<file path="config.mk">
export PLATFORM = sky130hd
export DESIGN_NAME = dma_ctrl_top
export DESIGN_NICKNAME = d
export VERILOG_FILES = /design/src/hdl/dma_pkg.sv /design/src/hdl/dma_cmd_fifo.sv /design/src/hdl/dma_sid_alloc.sv /design/src/hdl/dma_reg_decoder.sv /design/src/hdl/dma_core_if.sv /design/src/hdl/dma_ctrl_top.sv
export SDC_FILE = /design/constraint.sdc
export NUM_CORES = 1
export LEC_CHECK = 0
export BUFFER_PORTS_ARGS = -buffer_cell sky130_fd_sc_hd__buf_2
export CORE_MARGIN = 2
export CORE_UTILIZATION = 55
export DETAILED_ROUTE_END_ITERATION = 10
export GPL_ROUTABILITY_DRIVEN = 0
export GPL_TIMING_DRIVEN = 0
export PLACE_DENSITY = 0.83
export SETUP_SLACK_MARGIN = 0.2
export SYNTH_ARGS = -nofsm -noshare
export SYNTH_HDL_FRONTEND = slang
export SYNTH_SLANG_ARGS = --single-unit
</file>
<file path="constraint.sdc">
create_clock -name clk_i -period 6.6 [get_ports clk_i]
set_input_delay 0.33 -clock clk_i [delete_from_list [all_inputs] [get_ports clk_i]]
set_output_delay 0.33 -clock clk_i [all_outputs]
set_load 0.02 [all_outputs]
</file>
<file path="src/hdl/dma_pkg.sv">
// DMA control front end shared definitions
// Register map, field widths, enums and the command structs used by the
// decoder, the command queues and the transfer ID allocator
package dma_pkg;

   // ******************************
   // Sizes
   // ******************************
   localparam int NB_TRANSFERS    = 4;
   localparam int SID_WIDTH       = 2;
   localparam int LEN_WIDTH       = 16;
   localparam int TCDM_ADD_WIDTH  = 16;
   localparam int EXT_ADD_WIDTH   = 32;
   localparam int CMD_QUEUE_DEPTH = 2;

   // ******************************
   // Register map
   // ******************************
   // Word offset sits in bits 3:2 of the control address
   localparam int REG_SEL_LSB   = 2;
   localparam int REG_SEL_WIDTH = 2;

   localparam logic [REG_SEL_WIDTH-1:0] REG_CMD    = 2'd0;
   localparam logic [REG_SEL_WIDTH-1:0] REG_TCDM   = 2'd1;
   localparam logic [REG_SEL_WIDTH-1:0] REG_EXT    = 2'd2;
   localparam logic [REG_SEL_WIDTH-1:0] REG_STATUS = 2'd3;

   // Command word and status word bit positions
   localparam int CMD_OPC_BIT = 16;
   localparam int CMD_INC_BIT = 17;
   localparam int DONE_LSB    = 16;

   typedef enum logic {
      OPC_TX = 1'b0,   // local to external
      OPC_RX = 1'b1    // external to local
   } dma_opc_e;

   typedef enum logic {
      DEC_IDLE = 1'b0,
      DEC_RESP = 1'b1
   } dec_state_e;

   typedef struct packed {
      logic        wen;
      logic [3:0]  be;
      logic [31:0] add;
      logic [31:0] wdata;
   } ctrl_req_t;

   typedef struct packed {
      logic        gnt;
      logic        r_valid;
      logic [31:0] r_data;
   } ctrl_rsp_t;

   typedef struct packed {
      logic [LEN_WIDTH-1:0] len;
      dma_opc_e             opc;
      logic                 inc;
      logic [SID_WIDTH-1:0] sid;
   } cmd_word_t;

   typedef struct packed {
      cmd_word_t                 cmd;
      logic [TCDM_ADD_WIDTH-1:0] tcdm_add;
      logic [EXT_ADD_WIDTH-1:0]  ext_add;
   } dma_cmd_t;

endpackage

</file>
<file path="src/hdl/dma_cmd_fifo.sv">
// Command queue
// Small synchronous FIFO, circular buffer plus occupancy counter,
// head entry shown on the output without a pop
`timescale 1ns/1ns

module dma_cmd_fifo #(
   parameter int WIDTH = 8,
   parameter int DEPTH = 2
) (
   input  logic             clk_i,
   input  logic             rst_n_i,
   input  logic             push_i,
   input  logic [WIDTH-1:0] push_data_i,
   input  logic             pop_i,
   output logic [WIDTH-1:0] pop_data_o,
   output logic             full_o,
   output logic             empty_o
);

   typedef logic [$clog2(DEPTH)-1:0]   ptr_t;
   typedef logic [$clog2(DEPTH+1)-1:0] cnt_t;

   logic [WIDTH-1:0] mem_q [DEPTH];
   ptr_t             wr_ptr_q;
   ptr_t             rd_ptr_q;
   cnt_t             count_q;

   assign pop_data_o = mem_q[rd_ptr_q];
   assign full_o     = (count_q == cnt_t'(DEPTH));
   assign empty_o    = (count_q == '0);

   // Pointers and occupancy
   always_ff @(posedge clk_i or negedge rst_n_i) begin
      if (!rst_n_i) begin
         wr_ptr_q <= '0;
         rd_ptr_q <= '0;
         count_q  <= '0;
      end else begin
         if (push_i) begin
            wr_ptr_q <= (wr_ptr_q == ptr_t'(DEPTH - 1)) ? '0 : wr_ptr_q + 1'b1;
         end
         if (pop_i) begin
            rd_ptr_q <= (rd_ptr_q == ptr_t'(DEPTH - 1)) ? '0 : rd_ptr_q + 1'b1;
         end
         if (push_i && !pop_i) begin
            count_q <= count_q + 1'b1;
         end else if (pop_i && !push_i) begin
            count_q <= count_q - 1'b1;
         end
      end
   end

   // Storage
   always_ff @(posedge clk_i) begin
      if (push_i) begin
         mem_q[wr_ptr_q] <= push_data_i;
      end
   end

   a_no_push_full : assert property (@(posedge clk_i) disable iff (!rst_n_i)
      push_i |-> !full_o);

   a_no_pop_empty : assert property (@(posedge clk_i) disable iff (!rst_n_i)
      pop_i |-> !empty_o);

endmodule

</file>
<file path="src/hdl/dma_sid_alloc.sv">
// Transfer ID allocator
// Hands out the lowest free ID, keeps the allocated and done bitmaps and
// clears both on a free pulse from the core
`timescale 1ns/1ns

module dma_sid_alloc import dma_pkg::*; (
   input  logic                    clk_i,
   input  logic                    rst_n_i,
   input  logic                    alloc_req_i,
   input  logic [NB_TRANSFERS-1:0] free_mask_i,
   input  logic                    done_valid_i,
   input  logic [SID_WIDTH-1:0]    done_sid_i,
   output logic                    alloc_gnt_o,
   output logic [SID_WIDTH-1:0]    alloc_sid_o,
   output logic [NB_TRANSFERS-1:0] alloc_map_o,
   output logic [NB_TRANSFERS-1:0] done_map_o
);

   logic [NB_TRANSFERS-1:0] alloc_map_q;
   logic [NB_TRANSFERS-1:0] done_map_q;
   logic [NB_TRANSFERS-1:0] alloc_set;
   logic [NB_TRANSFERS-1:0] done_set;
   logic                    free_found;
   logic [SID_WIDTH-1:0]    free_sid;

   // Priority search, lowest free ID wins
   always_comb begin
      free_found = 1'b0;
      free_sid   = '0;
      for (int i = NB_TRANSFERS - 1; i >= 0; i--) begin
         if (!alloc_map_q[i]) begin
            free_found = 1'b1;
            free_sid   = SID_WIDTH'(i);
         end
      end
   end

   assign alloc_gnt_o = alloc_req_i & free_found;
   assign alloc_sid_o = free_sid;

   assign alloc_set = alloc_gnt_o ? (NB_TRANSFERS'(1) << free_sid) : '0;
   // Reports for IDs that are not allocated are dropped here
   assign done_set  = done_valid_i ? ((NB_TRANSFERS'(1) << done_sid_i) & alloc_map_q) : '0;

   // Free has priority over a done report in the same cycle
   always_ff @(posedge clk_i or negedge rst_n_i) begin
      if (!rst_n_i) begin
         alloc_map_q <= '0;
         done_map_q  <= '0;
      end else begin
         alloc_map_q <= (alloc_map_q | alloc_set) & ~free_mask_i;
         done_map_q  <= (done_map_q | done_set) & ~free_mask_i;
      end
   end

   assign alloc_map_o = alloc_map_q;
   assign done_map_o  = done_map_q;

   a_gnt_was_free : assert property (@(posedge clk_i) disable iff (!rst_n_i)
      alloc_gnt_o |=> $past(!alloc_map_q[alloc_sid_o]) && alloc_map_q[$past(alloc_sid_o)]);

endmodule

</file>
<file path="src/hdl/dma_reg_decoder.sv">
// Control target register block
// Decodes core accesses, answers reads one cycle after grant, builds
// command words tagged with the last allocated ID and drives alloc/free
`timescale 1ns/1ns

module dma_reg_decoder import dma_pkg::*; (
   input  logic                      clk_i,
   input  logic                      rst_n_i,
   // Control target
   input  logic                      ctrl_req_valid_i,
   input  ctrl_req_t                 ctrl_req_i,
   output ctrl_rsp_t                 ctrl_rsp_o,
   // ID allocator
   output logic                      alloc_req_o,
   input  logic                      alloc_gnt_i,
   input  logic [SID_WIDTH-1:0]      alloc_sid_i,
   output logic [NB_TRANSFERS-1:0]   free_mask_o,
   input  logic [NB_TRANSFERS-1:0]   alloc_map_i,
   input  logic [NB_TRANSFERS-1:0]   done_map_i,
   // Command queues
   input  logic                      cmd_full_i,
   output logic                      cmd_push_o,
   output cmd_word_t                 cmd_word_o,
   input  logic                      tcdm_full_i,
   output logic                      tcdm_push_o,
   output logic [TCDM_ADD_WIDTH-1:0] tcdm_add_o,
   input  logic                      ext_full_i,
   output logic                      ext_push_o,
   output logic [EXT_ADD_WIDTH-1:0]  ext_add_o
);

   logic [REG_SEL_WIDTH-1:0] reg_sel;
   logic                     gnt;
   logic                     rd_gnt;
   logic [31:0]              status_word;
   logic [31:0]              rd_data_d;
   logic [31:0]              rd_data_q;
   logic [SID_WIDTH-1:0]     sid_q;
   dec_state_e               state_d;
   dec_state_e               state_q;

   assign reg_sel = ctrl_req_i.add[REG_SEL_LSB +: REG_SEL_WIDTH];

   // Status layout
   always_comb begin
      status_word = '0;
      status_word[NB_TRANSFERS-1:0]           = alloc_map_i;
      status_word[DONE_LSB +: NB_TRANSFERS]   = done_map_i;
   end

   // ******************************
   // Access decode and grant
   // ******************************
   always_comb begin
      gnt         = 1'b0;
      alloc_req_o = 1'b0;
      free_mask_o = '0;
      cmd_push_o  = 1'b0;
      tcdm_push_o = 1'b0;
      ext_push_o  = 1'b0;
      rd_data_d   = '0;
      if (ctrl_req_valid_i) begin
         case (reg_sel)
            REG_CMD: begin
               if (ctrl_req_i.wen) begin
                  gnt        = !cmd_full_i;
                  cmd_push_o = !cmd_full_i;
               end else begin
                  // Read asks the allocator for a fresh ID
                  alloc_req_o = 1'b1;
                  gnt         = alloc_gnt_i;
                  rd_data_d   = {{(32 - SID_WIDTH){1'b0}}, alloc_sid_i};
               end
            end
            REG_TCDM: begin
               if (ctrl_req_i.wen) begin
                  gnt         = !tcdm_full_i;
                  tcdm_push_o = !tcdm_full_i;
               end else begin
                  gnt = 1'b1;
               end
            end
            REG_EXT: begin
               if (ctrl_req_i.wen) begin
                  gnt        = !ext_full_i;
                  ext_push_o = !ext_full_i;
               end else begin
                  gnt = 1'b1;
               end
            end
            default: begin
               gnt = 1'b1;
               if (ctrl_req_i.wen) begin
                  free_mask_o = ctrl_req_i.wdata[NB_TRANSFERS-1:0];
               end else begin
                  rd_data_d = status_word;
               end
            end
         endcase
      end
   end

   assign rd_gnt = ctrl_req_valid_i & ~ctrl_req_i.wen & gnt;

   // Payload for the queues
   always_comb begin
      cmd_word_o.len = ctrl_req_i.wdata[LEN_WIDTH-1:0];
      cmd_word_o.opc = dma_opc_e'(ctrl_req_i.wdata[CMD_OPC_BIT]);
      cmd_word_o.inc = ctrl_req_i.wdata[CMD_INC_BIT];
      cmd_word_o.sid = sid_q;
   end

   assign tcdm_add_o = ctrl_req_i.wdata[TCDM_ADD_WIDTH-1:0];
   assign ext_add_o  = ctrl_req_i.wdata[EXT_ADD_WIDTH-1:0];

   // ******************************
   // Read response
   // ******************************
   assign state_d = rd_gnt ? DEC_RESP : DEC_IDLE;

   always_ff @(posedge clk_i or negedge rst_n_i) begin
      if (!rst_n_i) begin
         state_q <= DEC_IDLE;
      end else begin
         state_q <= state_d;
      end
   end

   // Read data and the ID handed out by the last REG_CMD read
   always_ff @(posedge clk_i) begin
      if (rd_gnt) begin
         rd_data_q <= rd_data_d;
      end
      if (alloc_req_o && alloc_gnt_i) begin
         sid_q <= alloc_sid_i;
      end
   end

   assign ctrl_rsp_o.gnt     = gnt;
   assign ctrl_rsp_o.r_valid = (state_q == DEC_RESP);
   assign ctrl_rsp_o.r_data  = rd_data_q;

   a_rvalid_after_read : assert property (@(posedge clk_i) disable iff (!rst_n_i)
      (ctrl_req_valid_i && ctrl_rsp_o.gnt && !ctrl_req_i.wen) |=> ctrl_rsp_o.r_valid);

   a_rvalid_only_read : assert property (@(posedge clk_i) disable iff (!rst_n_i)
      ctrl_rsp_o.r_valid |-> $past(ctrl_req_valid_i && ctrl_rsp_o.gnt && !ctrl_req_i.wen));

endmodule

</file>
<file path="src/hdl/dma_core_if.sv">
// Core side interface of the DMA controller
// Register decoder feeding three command queues, joined into one
// outgoing command with a busy level for the cluster
`timescale 1ns/1ns

module dma_core_if import dma_pkg::*; (
   input  logic                    clk_i,
   input  logic                    rst_n_i,
   input  logic                    ctrl_req_valid_i,
   input  ctrl_req_t               ctrl_req_i,
   output ctrl_rsp_t               ctrl_rsp_o,
   output logic                    cmd_req_o,
   output dma_cmd_t                cmd_o,
   input  logic                    cmd_gnt_i,
   output logic                    alloc_req_o,
   input  logic                    alloc_gnt_i,
   input  logic [SID_WIDTH-1:0]    alloc_sid_i,
   output logic [NB_TRANSFERS-1:0] free_mask_o,
   input  logic [NB_TRANSFERS-1:0] alloc_map_i,
   input  logic [NB_TRANSFERS-1:0] done_map_i,
   output logic                    busy_o
);

   logic                      cmd_push;
   logic                      cmd_full;
   logic                      cmd_empty;
   cmd_word_t                 cmd_word;
   cmd_word_t                 cmd_head;
   logic                      tcdm_push;
   logic                      tcdm_full;
   logic                      tcdm_empty;
   logic [TCDM_ADD_WIDTH-1:0] tcdm_add;
   logic [TCDM_ADD_WIDTH-1:0] tcdm_head;
   logic                      ext_push;
   logic                      ext_full;
   logic                      ext_empty;
   logic [EXT_ADD_WIDTH-1:0]  ext_add;
   logic [EXT_ADD_WIDTH-1:0]  ext_head;
   logic                      cmd_pop;

   dma_reg_decoder u_decoder (
      .clk_i            (clk_i),
      .rst_n_i          (rst_n_i),
      .ctrl_req_valid_i (ctrl_req_valid_i),
      .ctrl_req_i       (ctrl_req_i),
      .ctrl_rsp_o       (ctrl_rsp_o),
      .alloc_req_o      (alloc_req_o),
      .alloc_gnt_i      (alloc_gnt_i),
      .alloc_sid_i      (alloc_sid_i),
      .free_mask_o      (free_mask_o),
      .alloc_map_i      (alloc_map_i),
      .done_map_i       (done_map_i),
      .cmd_full_i       (cmd_full),
      .cmd_push_o       (cmd_push),
      .cmd_word_o       (cmd_word),
      .tcdm_full_i      (tcdm_full),
      .tcdm_push_o      (tcdm_push),
      .tcdm_add_o       (tcdm_add),
      .ext_full_i       (ext_full),
      .ext_push_o       (ext_push),
      .ext_add_o        (ext_add)
   );

   // ******************************
   // Command queues
   // ******************************
   dma_cmd_fifo #(.WIDTH($bits(cmd_word_t)), .DEPTH(CMD_QUEUE_DEPTH)) u_cmd_fifo (
      .clk_i       (clk_i),
      .rst_n_i     (rst_n_i),
      .push_i      (cmd_push),
      .push_data_i (cmd_word),
      .pop_i       (cmd_pop),
      .pop_data_o  (cmd_head),
      .full_o      (cmd_full),
      .empty_o     (cmd_empty)
   );

   dma_cmd_fifo #(.WIDTH(TCDM_ADD_WIDTH), .DEPTH(CMD_QUEUE_DEPTH)) u_tcdm_fifo (
      .clk_i       (clk_i),
      .rst_n_i     (rst_n_i),
      .push_i      (tcdm_push),
      .push_data_i (tcdm_add),
      .pop_i       (cmd_pop),
      .pop_data_o  (tcdm_head),
      .full_o      (tcdm_full),
      .empty_o     (tcdm_empty)
   );

   dma_cmd_fifo #(.WIDTH(EXT_ADD_WIDTH), .DEPTH(CMD_QUEUE_DEPTH)) u_ext_fifo (
      .clk_i       (clk_i),
      .rst_n_i     (rst_n_i),
      .push_i      (ext_push),
      .push_data_i (ext_add),
      .pop_i       (cmd_pop),
      .pop_data_o  (ext_head),
      .full_o      (ext_full),
      .empty_o     (ext_empty)
   );

   // Command is ready once every queue holds its part
   assign cmd_req_o = !cmd_empty && !tcdm_empty && !ext_empty;
   assign cmd_pop   = cmd_req_o && cmd_gnt_i;

   assign cmd_o.cmd      = cmd_head;
   assign cmd_o.tcdm_add = tcdm_head;
   assign cmd_o.ext_add  = ext_head;

   assign busy_o = (|alloc_map_i) || !cmd_empty || !tcdm_empty || !ext_empty;

endmodule

</file>
<file path="src/hdl/dma_ctrl_top.sv">
// DMA control front end top level
// Core interface plus transfer ID allocator
`timescale 1ns/1ns

module dma_ctrl_top import dma_pkg::*; (
   input  logic                 clk_i,
   input  logic                 rst_n_i,
   input  logic                 ctrl_req_valid_i,
   input  ctrl_req_t            ctrl_req_i,
   output ctrl_rsp_t            ctrl_rsp_o,
   output logic                 cmd_req_o,
   output dma_cmd_t             cmd_o,
   input  logic                 cmd_gnt_i,
   input  logic                 done_valid_i,
   input  logic [SID_WIDTH-1:0] done_sid_i,
   output logic                 busy_o
);

   logic                    alloc_req;
   logic                    alloc_gnt;
   logic [SID_WIDTH-1:0]    alloc_sid;
   logic [NB_TRANSFERS-1:0] free_mask;
   logic [NB_TRANSFERS-1:0] alloc_map;
   logic [NB_TRANSFERS-1:0] done_map;

   dma_core_if u_core_if (
      .clk_i            (clk_i),
      .rst_n_i          (rst_n_i),
      .ctrl_req_valid_i (ctrl_req_valid_i),
      .ctrl_req_i       (ctrl_req_i),
      .ctrl_rsp_o       (ctrl_rsp_o),
      .cmd_req_o        (cmd_req_o),
      .cmd_o            (cmd_o),
      .cmd_gnt_i        (cmd_gnt_i),
      .alloc_req_o      (alloc_req),
      .alloc_gnt_i      (alloc_gnt),
      .alloc_sid_i      (alloc_sid),
      .free_mask_o      (free_mask),
      .alloc_map_i      (alloc_map),
      .done_map_i       (done_map),
      .busy_o           (busy_o)
   );

   // Completions from the engine sync side land here
   dma_sid_alloc u_sid_alloc (
      .clk_i        (clk_i),
      .rst_n_i      (rst_n_i),
      .alloc_req_i  (alloc_req),
      .free_mask_i  (free_mask),
      .done_valid_i (done_valid_i),
      .done_sid_i   (done_sid_i),
      .alloc_gnt_o  (alloc_gnt),
      .alloc_sid_o  (alloc_sid),
      .alloc_map_o  (alloc_map),
      .done_map_o   (done_map)
   );

endmodule

</file>
==> results of run 1 <==
[metrics by stage]
stage          instances  hold slack [ps]  utilization [%]
2_1_floorplan        390             34.4                -
3_3_place_gp         654              303             64.4
3_5_place_dp         660              328             65.1
4_1_cts              693             89.6             70.2
5_1_grt              693             98.6             70.2
6_report             693              113             70.2
[layout by cell type, fill, tap and decap left out, types with 6 or more instances in the layout]
master	n
edfxtp_1	146
buf_2	129
mux2_2	68
buf_4	30
conb_1	24
dfrtp_1	21
clkbuf_16	17
a21oi_1	12
clkbuf_1	11
nor2_1	9
xor2_1	8
and2_1	7
inv_1	6
nand2b_1	6
[critical path: cells and delay by family (launching register included)]
kind	cells	cell delay (ps)
buffers and inverters	3	840
flip-flops	1	320
multiplexers	1	390
[state kept, by name, summed over array words and instances, names as in the netlist]
| signal | flops |
|---|---|
| u_core_if.u_tcdm_fifo.rd_ptr_q | 1 |
| u_core_if.u_decoder.rd_data_q | 8 |
| u_core_if.u_cmd_fifo.rd_ptr_q | 1 |
| u_core_if.u_cmd_fifo.count_q | 2 |
| u_core_if.u_tcdm_fifo.mem_q | 32 |
| u_core_if.u_ext_fifo.mem_q | 64 |
| u_core_if.u_decoder.sid_q | 2 |
| u_sid_alloc.done_map_o | 4 |
| u_core_if.u_cmd_fifo.wr_ptr_q | 1 |
| u_core_if.u_cmd_fifo.mem_q | 40 |
| u_core_if.u_ext_fifo.wr_ptr_q | 1 |
| u_core_if.u_decoder.state_q | 1 |
| u_core_if.u_ext_fifo.rd_ptr_q | 1 |
| u_core_if.u_tcdm_fifo.count_q | 2 |
| u_sid_alloc.alloc_map_o | 4 |
| u_core_if.u_ext_fifo.count_q | 2 |
| u_core_if.u_tcdm_fifo.wr_ptr_q | 1 |
[final cells by class]
class                      instances  area, µm²
clock inverter                     3       65.1
clock buffer                      29        510
buffer                            37        246
fill                             767       3440
multi-input combinational        180       1500
timing repair buffer             128        684
inverter                           6       22.5
tap                              143        179
sequential                       167       4910
[worst max path at each step]
| stage | startpoint | to | cells after the start |
|---|---|---|---|
| finish | u_core_if.u_ext_fifo.rd_ptr_q$_DFFE_PN0P_ | cmd_o[12] | 4 |
| global route | u_core_if.u_ext_fifo.rd_ptr_q$_DFFE_PN0P_ | cmd_o[8] | 4 |
| CTS | u_sid_alloc.alloc_map_o[1]$_DFF_PN0_ | u_core_if.u_decoder.rd_data_q[18]$_SDFFCE_PN0P_ | 4 |
| detailed placement | ctrl_req_i[68] | u_core_if.u_decoder.rd_data_q[2]$_SDFFCE_PN0P_ | 4 |
| global placement | ctrl_req_i[34] | u_core_if.u_ext_fifo.mem_q[0][27]$_DFFE_PP_ | 3 |
| floorplan | ctrl_req_i[34] | u_core_if.u_ext_fifo.mem_q[0][0]$_DFFE_PP_ | 2 |
[routing by layer]
layer	wire (µm)	GRT usage, %	up-vias
met5	0	0	-
li1	-	-	1680
met3	583	5.57	11
met2	6260	32.6	108
met1	4950	23.0	1756
met4	99	5.85	0
[synthesized netlist by cell type]
library cell	n	area, µm²
nor2b_1	3	18.8
a311oi_1	1	8.76
a211o_1	1	8.76
dfrtp_1	21	526
o22ai_1	1	6.26
xnor2_1	4	35.0
nand3_1	3	15.0
nand2_2	1	6.26
o21ai_2	1	8.76
inv_1	6	22.5
buf_4	26	195
nor4_1	3	18.8
conb_1	1	3.75
mux2_2	68	766
nand4_1	2	12.5
a31oi_1	3	18.8
edfxtp_1	146	4380
ha_1	3	37.5
nor3_2	1	10.0
and4bb_1	1	12.5
xnor2_2	3	48.8
a41oi_1	4	35.0
nand2_1	3	11.3
a211oi_1	1	7.51
buf_2	8	40.0
clkbuf_1	3	11.3
and2_1	8	50.1
or3b_1	1	8.76
o21ai_0	1	5.00
a21oi_1	12	60.1
xor2_1	8	70.1
a21o_2	1	8.76
nand2b_1	6	37.5
nor2_1	11	41.3
nor4b_4	1	23.8
[what timing repair did]
item | 4_1_cts | 5_1_grt
hold buffers | 1 | 0
buffers inserted | 0 | 0
hold endpoints to repair | 21 | 0
[cell families after synthesis]
group,after synthesis
flops,167
buf+inv,43
xor+xnor,15
compound gates,26
simple gates,44
fa+ha+maj,3
other cells,1
mux,68
[power breakdown]
part / switching [µW] / internal (µW)
sequential: 58.2 / 1240
combinational: 477 / 357
clock: 346 / 598
total: 881 / 2200
==> impl_results.md, run 1 <==
* Core Rows at 39
* HP Start: ctrl_req_i[30]
* Critical-path maximum fanout at 10
* Vias per inst at 5.13
* Reg-to-Reg End: u_core_if.u_cmd_fifo.mem_q[1][5]$_DFFE_PP_
* Routed wire length at ~12000 µm
* Synthesized cell area at roughly 0.0066 mm²
* Vias at ~3600
* Synth cell types at 35
* Place WS at ~4000 ps
* Worst Max-Slew Pin Slew at roughly 910 ps
* Final ANT Viol Nets at 0
* Peak supply drop at 208 µV
* CP Capture Type: output pin
* # resized after CTS at 0
* Count of state elements after synthesis at ~170
* Power Density at 379 mW/mm²
* Worst-Skew Late Latency at roughly 400 ps
* Unrepaired setup endpoints after global routing: no
* Largest net degree at the start of global routing at 33
* Core ar. at roughly 0.012 mm²
* Dpl hpwl at 8030 µm
* Fin area at 0.00812 mm²
* Worst Reg-to-Reg Cells at 4
* Post-synthesis mux area share at about an eighth
* Initial antenna violation count at 0
* Simple-gate share of the synthesized area at 4.05%
* Final worst slack at ~4300 ps
* Critical path, cell by cell: clkbuf_1, buf_2, mux2_2, buf_2
* R2R Setup Slk at 4550 ps
* Outcome: complete, no violations
* Routed WL per cell at around 17 µm
* RR Startpoint: u_core_if.u_cmd_fifo.count_q[0]$_DFFE_PN0P_
* Pleak at approximately 0.0032 µW
* Xor/xnor share of the synthesized area at under 10%
* Total power at just over 3000 µW
* Starting DRC count in detailed routing at 200
* Worst slew margin at 39.1%
* DIE HEIGHT at 113 µm
* Max Slew Vio Count at 0
* Layout cell share with drive strength beyond 1 at about half
* Setup_tns at 0 ps
* Clock root buffer: clkbuf_16
* Clock Pin Slew Worst Setup and Hold Paths at approximately 60 ps
* Clock Tree Buf Depth at 2
* Fin crit share at between 30% and 40%
* Final Skew at 5.18 ps
* Yosys Warn Count at 0
* Main combinational cell family by area after synthesis: multiplexers
* Worst Setup Path Type: register to output pin
* Fin nets at 616
* Hold path depth at 1
* Total congestion overflow at 0
* Most Frequent Cell on Critical Path: buf_2
* TritonCTS clock tree: built
* Mapped Avg Cell Area at around 18 µm²
* First-pass DRT Iterations at 4
* Hold/Removal Path Class: primary input to register
* Arrival time at the worst endpoint at between 1500 and 2000 ps
* Clock Sinks at ~170
* Syn Inst Count at around 370
* Global-route wire length before repair at between 15000 and 20000 µm
* Port-buffer cells at ~120
* MaxCap Viol Count at 0
* DRC at 0
* Area post-placement at 0.00753 mm²
* Synth Area in Adders at less than 1%
* Final hold vios at 0
* CP max stage cell: mux2_2
* CP required at ~6300 ps
* GRT Util Overall at 18.8%
* CP startpoint kind: register
* Min Tclk post-route at 2280 ps
* Ports at 180
* Fmax achieved at 0.438 GHz
* Number of diodes at 0
* Die Wd at roughly 110 µm
* Num CTS Buffers at 17
* Hold endpoint: u_core_if.u_ext_fifo.mem_q[0][30]$_DFFE_PP_
* Max stage delay on crit path at around 390 ps
* Die Area at 0.0128 mm²
* Layout area overhead at 23.5%
* H-tree depth at 4
* Starting Density at 56.8%
* Vias in the first global route at between 3000 and 4000
* Final setup violation count at 0
* Synth Area in Compound Gates at under 10%
* Register area share after synthesis at 74.7%
Power figures use the tool's default switching activity.
==> run 2, diff against run 1 <==
- CORE_UTILIZATION: 55 -> 47
- PLACE_DENSITY: 0.83 -> 0.76
- clock period: 6.6 -> 2.1 ns (I/O delays scaled with it)
==> run 2 against run 1 <==
Net effect:
- combinational power grew to 3.4 times the previous value
- sequential cell count stayed put
- design area is 6.3% higher
- cell count is 10% higher
- highest routed layer unchanged
- via count is 4.6% higher
==> impl_results.md, run 2 (synthesis gave the netlist of run 1 again) <==
* Outcome: complete, no violations
* TritonCTS clock tree: built
* Layout cell share with drive strength beyond 1 at slightly below 50%
* Met1 Track Usage GR at 20.5%
* Hold path depth at 3
* Max Slew Vio Count at 0
* Ports at 180
* Unrepaired setup endpoints after global routing: yes
* Final worst slack at about 220 ps
* Final setup violation count at 0
* Global-route wire length before repair at roughly 19000 µm
* Die Wd at ~120 µm
* Routed WL per cell at between 15 and 20 µm
* Grt peak-use layer: met2
* H-tree depth at 4
* Vias at approximately 3700
* CP Capture Type: output pin
* Pleak at roughly 0.0034 µW
* Layout area overhead at 31.3%
* Peak supply drop at 731 µV
* Hold/Removal Path Class: primary input to register
* Port-buffer cells at about 120
* Fmax achieved at 0.532 GHz
* Initial antenna violation count at 0
* First-pass DRT Iterations at 4
* Clock Tree Buf Depth at 2
* MaxCap Viol Count at 0
* Worst slew margin at a little under three fifths
* Worst-Skew Late Latency at 420 ps
* Vias per inst at about 4.9
* Final Skew at ~5.5 ps
* DRC at 0
* Most frequent cells in the layout: 146 x edfxtp_1, 124 x buf_2, 68 x mux2_2
* CP startpoint kind: register
* Reg with most FFs: u_core_if.u_ext_fifo.mem_q
* Clock Sinks at 167
* DIE HEIGHT at about 120 µm
* Dpl hpwl at ~8400 µm
* Core ar. at roughly 0.014 mm²
* Worst Reg-to-Reg Cells at 3
* Worst Setup Path Type: register to output pin
* Clock Pin Slew Worst Setup and Hold Paths at roughly 60 ps
* Fin crit share at 89.6%
* Die Area at ~0.015 mm²
* Critical-path maximum fanout at 10
* Arrival time at the worst endpoint at ~1800 ps
* Place WS at roughly 13 ps
* Top flop regs: u_core_if.u_ext_fifo.mem_q x64, u_core_if.u_cmd_fifo.mem_q x40, u_core_if.u_tcdm_fifo.mem_q x32
* R2R Setup Slk at 310 ps
* Fin area at ~0.0086 mm²
* Total power at roughly 10000 µW
* Routed wire length at 12900 µm
* Fin nets at between 600 and 700
* Final ANT Viol Nets at 0
* Power Density at approximately 1200 mW/mm²
* Commonest non-fill, non-tap cell in the layout: edfxtp_1
* Final hold vios at 0
* Max reg flops at 64
* Number of diodes at 0
* Starting Density at 47.7%
* Min Tclk post-route at around 1900 ps
* Met2 usage at a little under a third
* Starting DRC count in detailed routing at roughly 250
* Largest net degree at the start of global routing at 33
* CP required at 2000 ps
* Area post-placement at between 0.007 and 0.008 mm²
* GRT Util Overall at roughly 17%
* Num CTS Buffers at 17
* Clock root buffer: clkbuf_16
* Vias in the first global route at between 3000 and 4000
* Total congestion overflow at 0
* Worst Max-Slew Pin Slew at between 600 and 700 ps
* Met3 Resource Use GR at under 10%
* Core Rows at 43
run 2: what timing repair did:
item / in CTS / in global routing
setup buffers: 0 / 2
endpoints found under the setup margin: 111 / 70
resized for setup: 9 / 17
gates cloned: 0 / 0
hold endpoints to repair: 161 / 0
hold buffers: 34 / 0
pin swaps: 0 / 2
run 2: path summary, 6_finish.rpt:
kind | endpoint | startpoint
setup / recovery | ctrl_rsp_o[33] | u_sid_alloc.alloc_map_o[1]$_DFF_PN0_
hold / removal | u_sid_alloc.done_map_o[3]$_DFF_PN0_ | done_sid_i[1]
setup reg to reg | u_core_if.u_tcdm_fifo.mem_q[0][9]$_DFFE_PP_ | u_core_if.u_tcdm_fifo.count_q[0]$_DFFE_PN0P_
hold reg to reg | u_core_if.u_cmd_fifo.mem_q[1][1]$_DFFE_PP_ | u_core_if.u_decoder.sid_q[1]$_DFFE_PP_
max in group asynchronous | u_core_if.u_ext_fifo.count_q[0]$_DFFE_PN0P_ | rst_n_i
min in group asynchronous | u_core_if.u_tcdm_fifo.count_q[1]$_DFFE_PN0P_ | rst_n_i
run 2: per-layer routing:
| metal | up-vias | wire length, µm |
|---|---|---|
| met2 | 114 | 6690 |
| met3 | 17 | 662 |
| met4 | 0 | 171 |
| met1 | 1837 | 5410 |
| met5 | - | 0 |
| li1 | 1749 | - |
run 2: layout make-up:
cell class              count  area (µm²)
inverters                   6        22.5
repair buffers            161        1040
fillers                  1017        5140
multi-input cells         180        1570
flip-flops and latches    167        4910
clock inverters            14         159
clock buffers              18         429
well taps                 180         225
plain buffers              37         274
run 2: critical path, cell delays in order, from the launching register on:
cell      delay, ps
dfrtp_1         330
clkbuf_2        220
nand2_1         140
o21ai_4         220
a41oi_1         140
buf_4           160
buf_2           150
run 2: stage by stage:
| stage | std cells | TNS [ps] | util [%] | hold WS, ps |
|---|---|---|---|---|
| after floorplan | 390 | 0 | - | -191 |
| after global placement | 691 | -45970 | 54.6 | 94.3 |
| after detailed placement | 695 | 0 | 55.2 | 111 |
| after CTS | 761 | 0 | 62.2 | 34.4 |
| after global routing | 763 | 0 | 62.7 | 68.2 |
| final | 763 | 0 | 62.7 | 38.8 |
run 2: where the power goes:
group	leakage [µW]	switching [µW]	internal, µW
logic	0.00150	1560	1280
registers	0.00157	197	3900
clock network	0.000281	1210	1850
total	0.00335	2960	7040
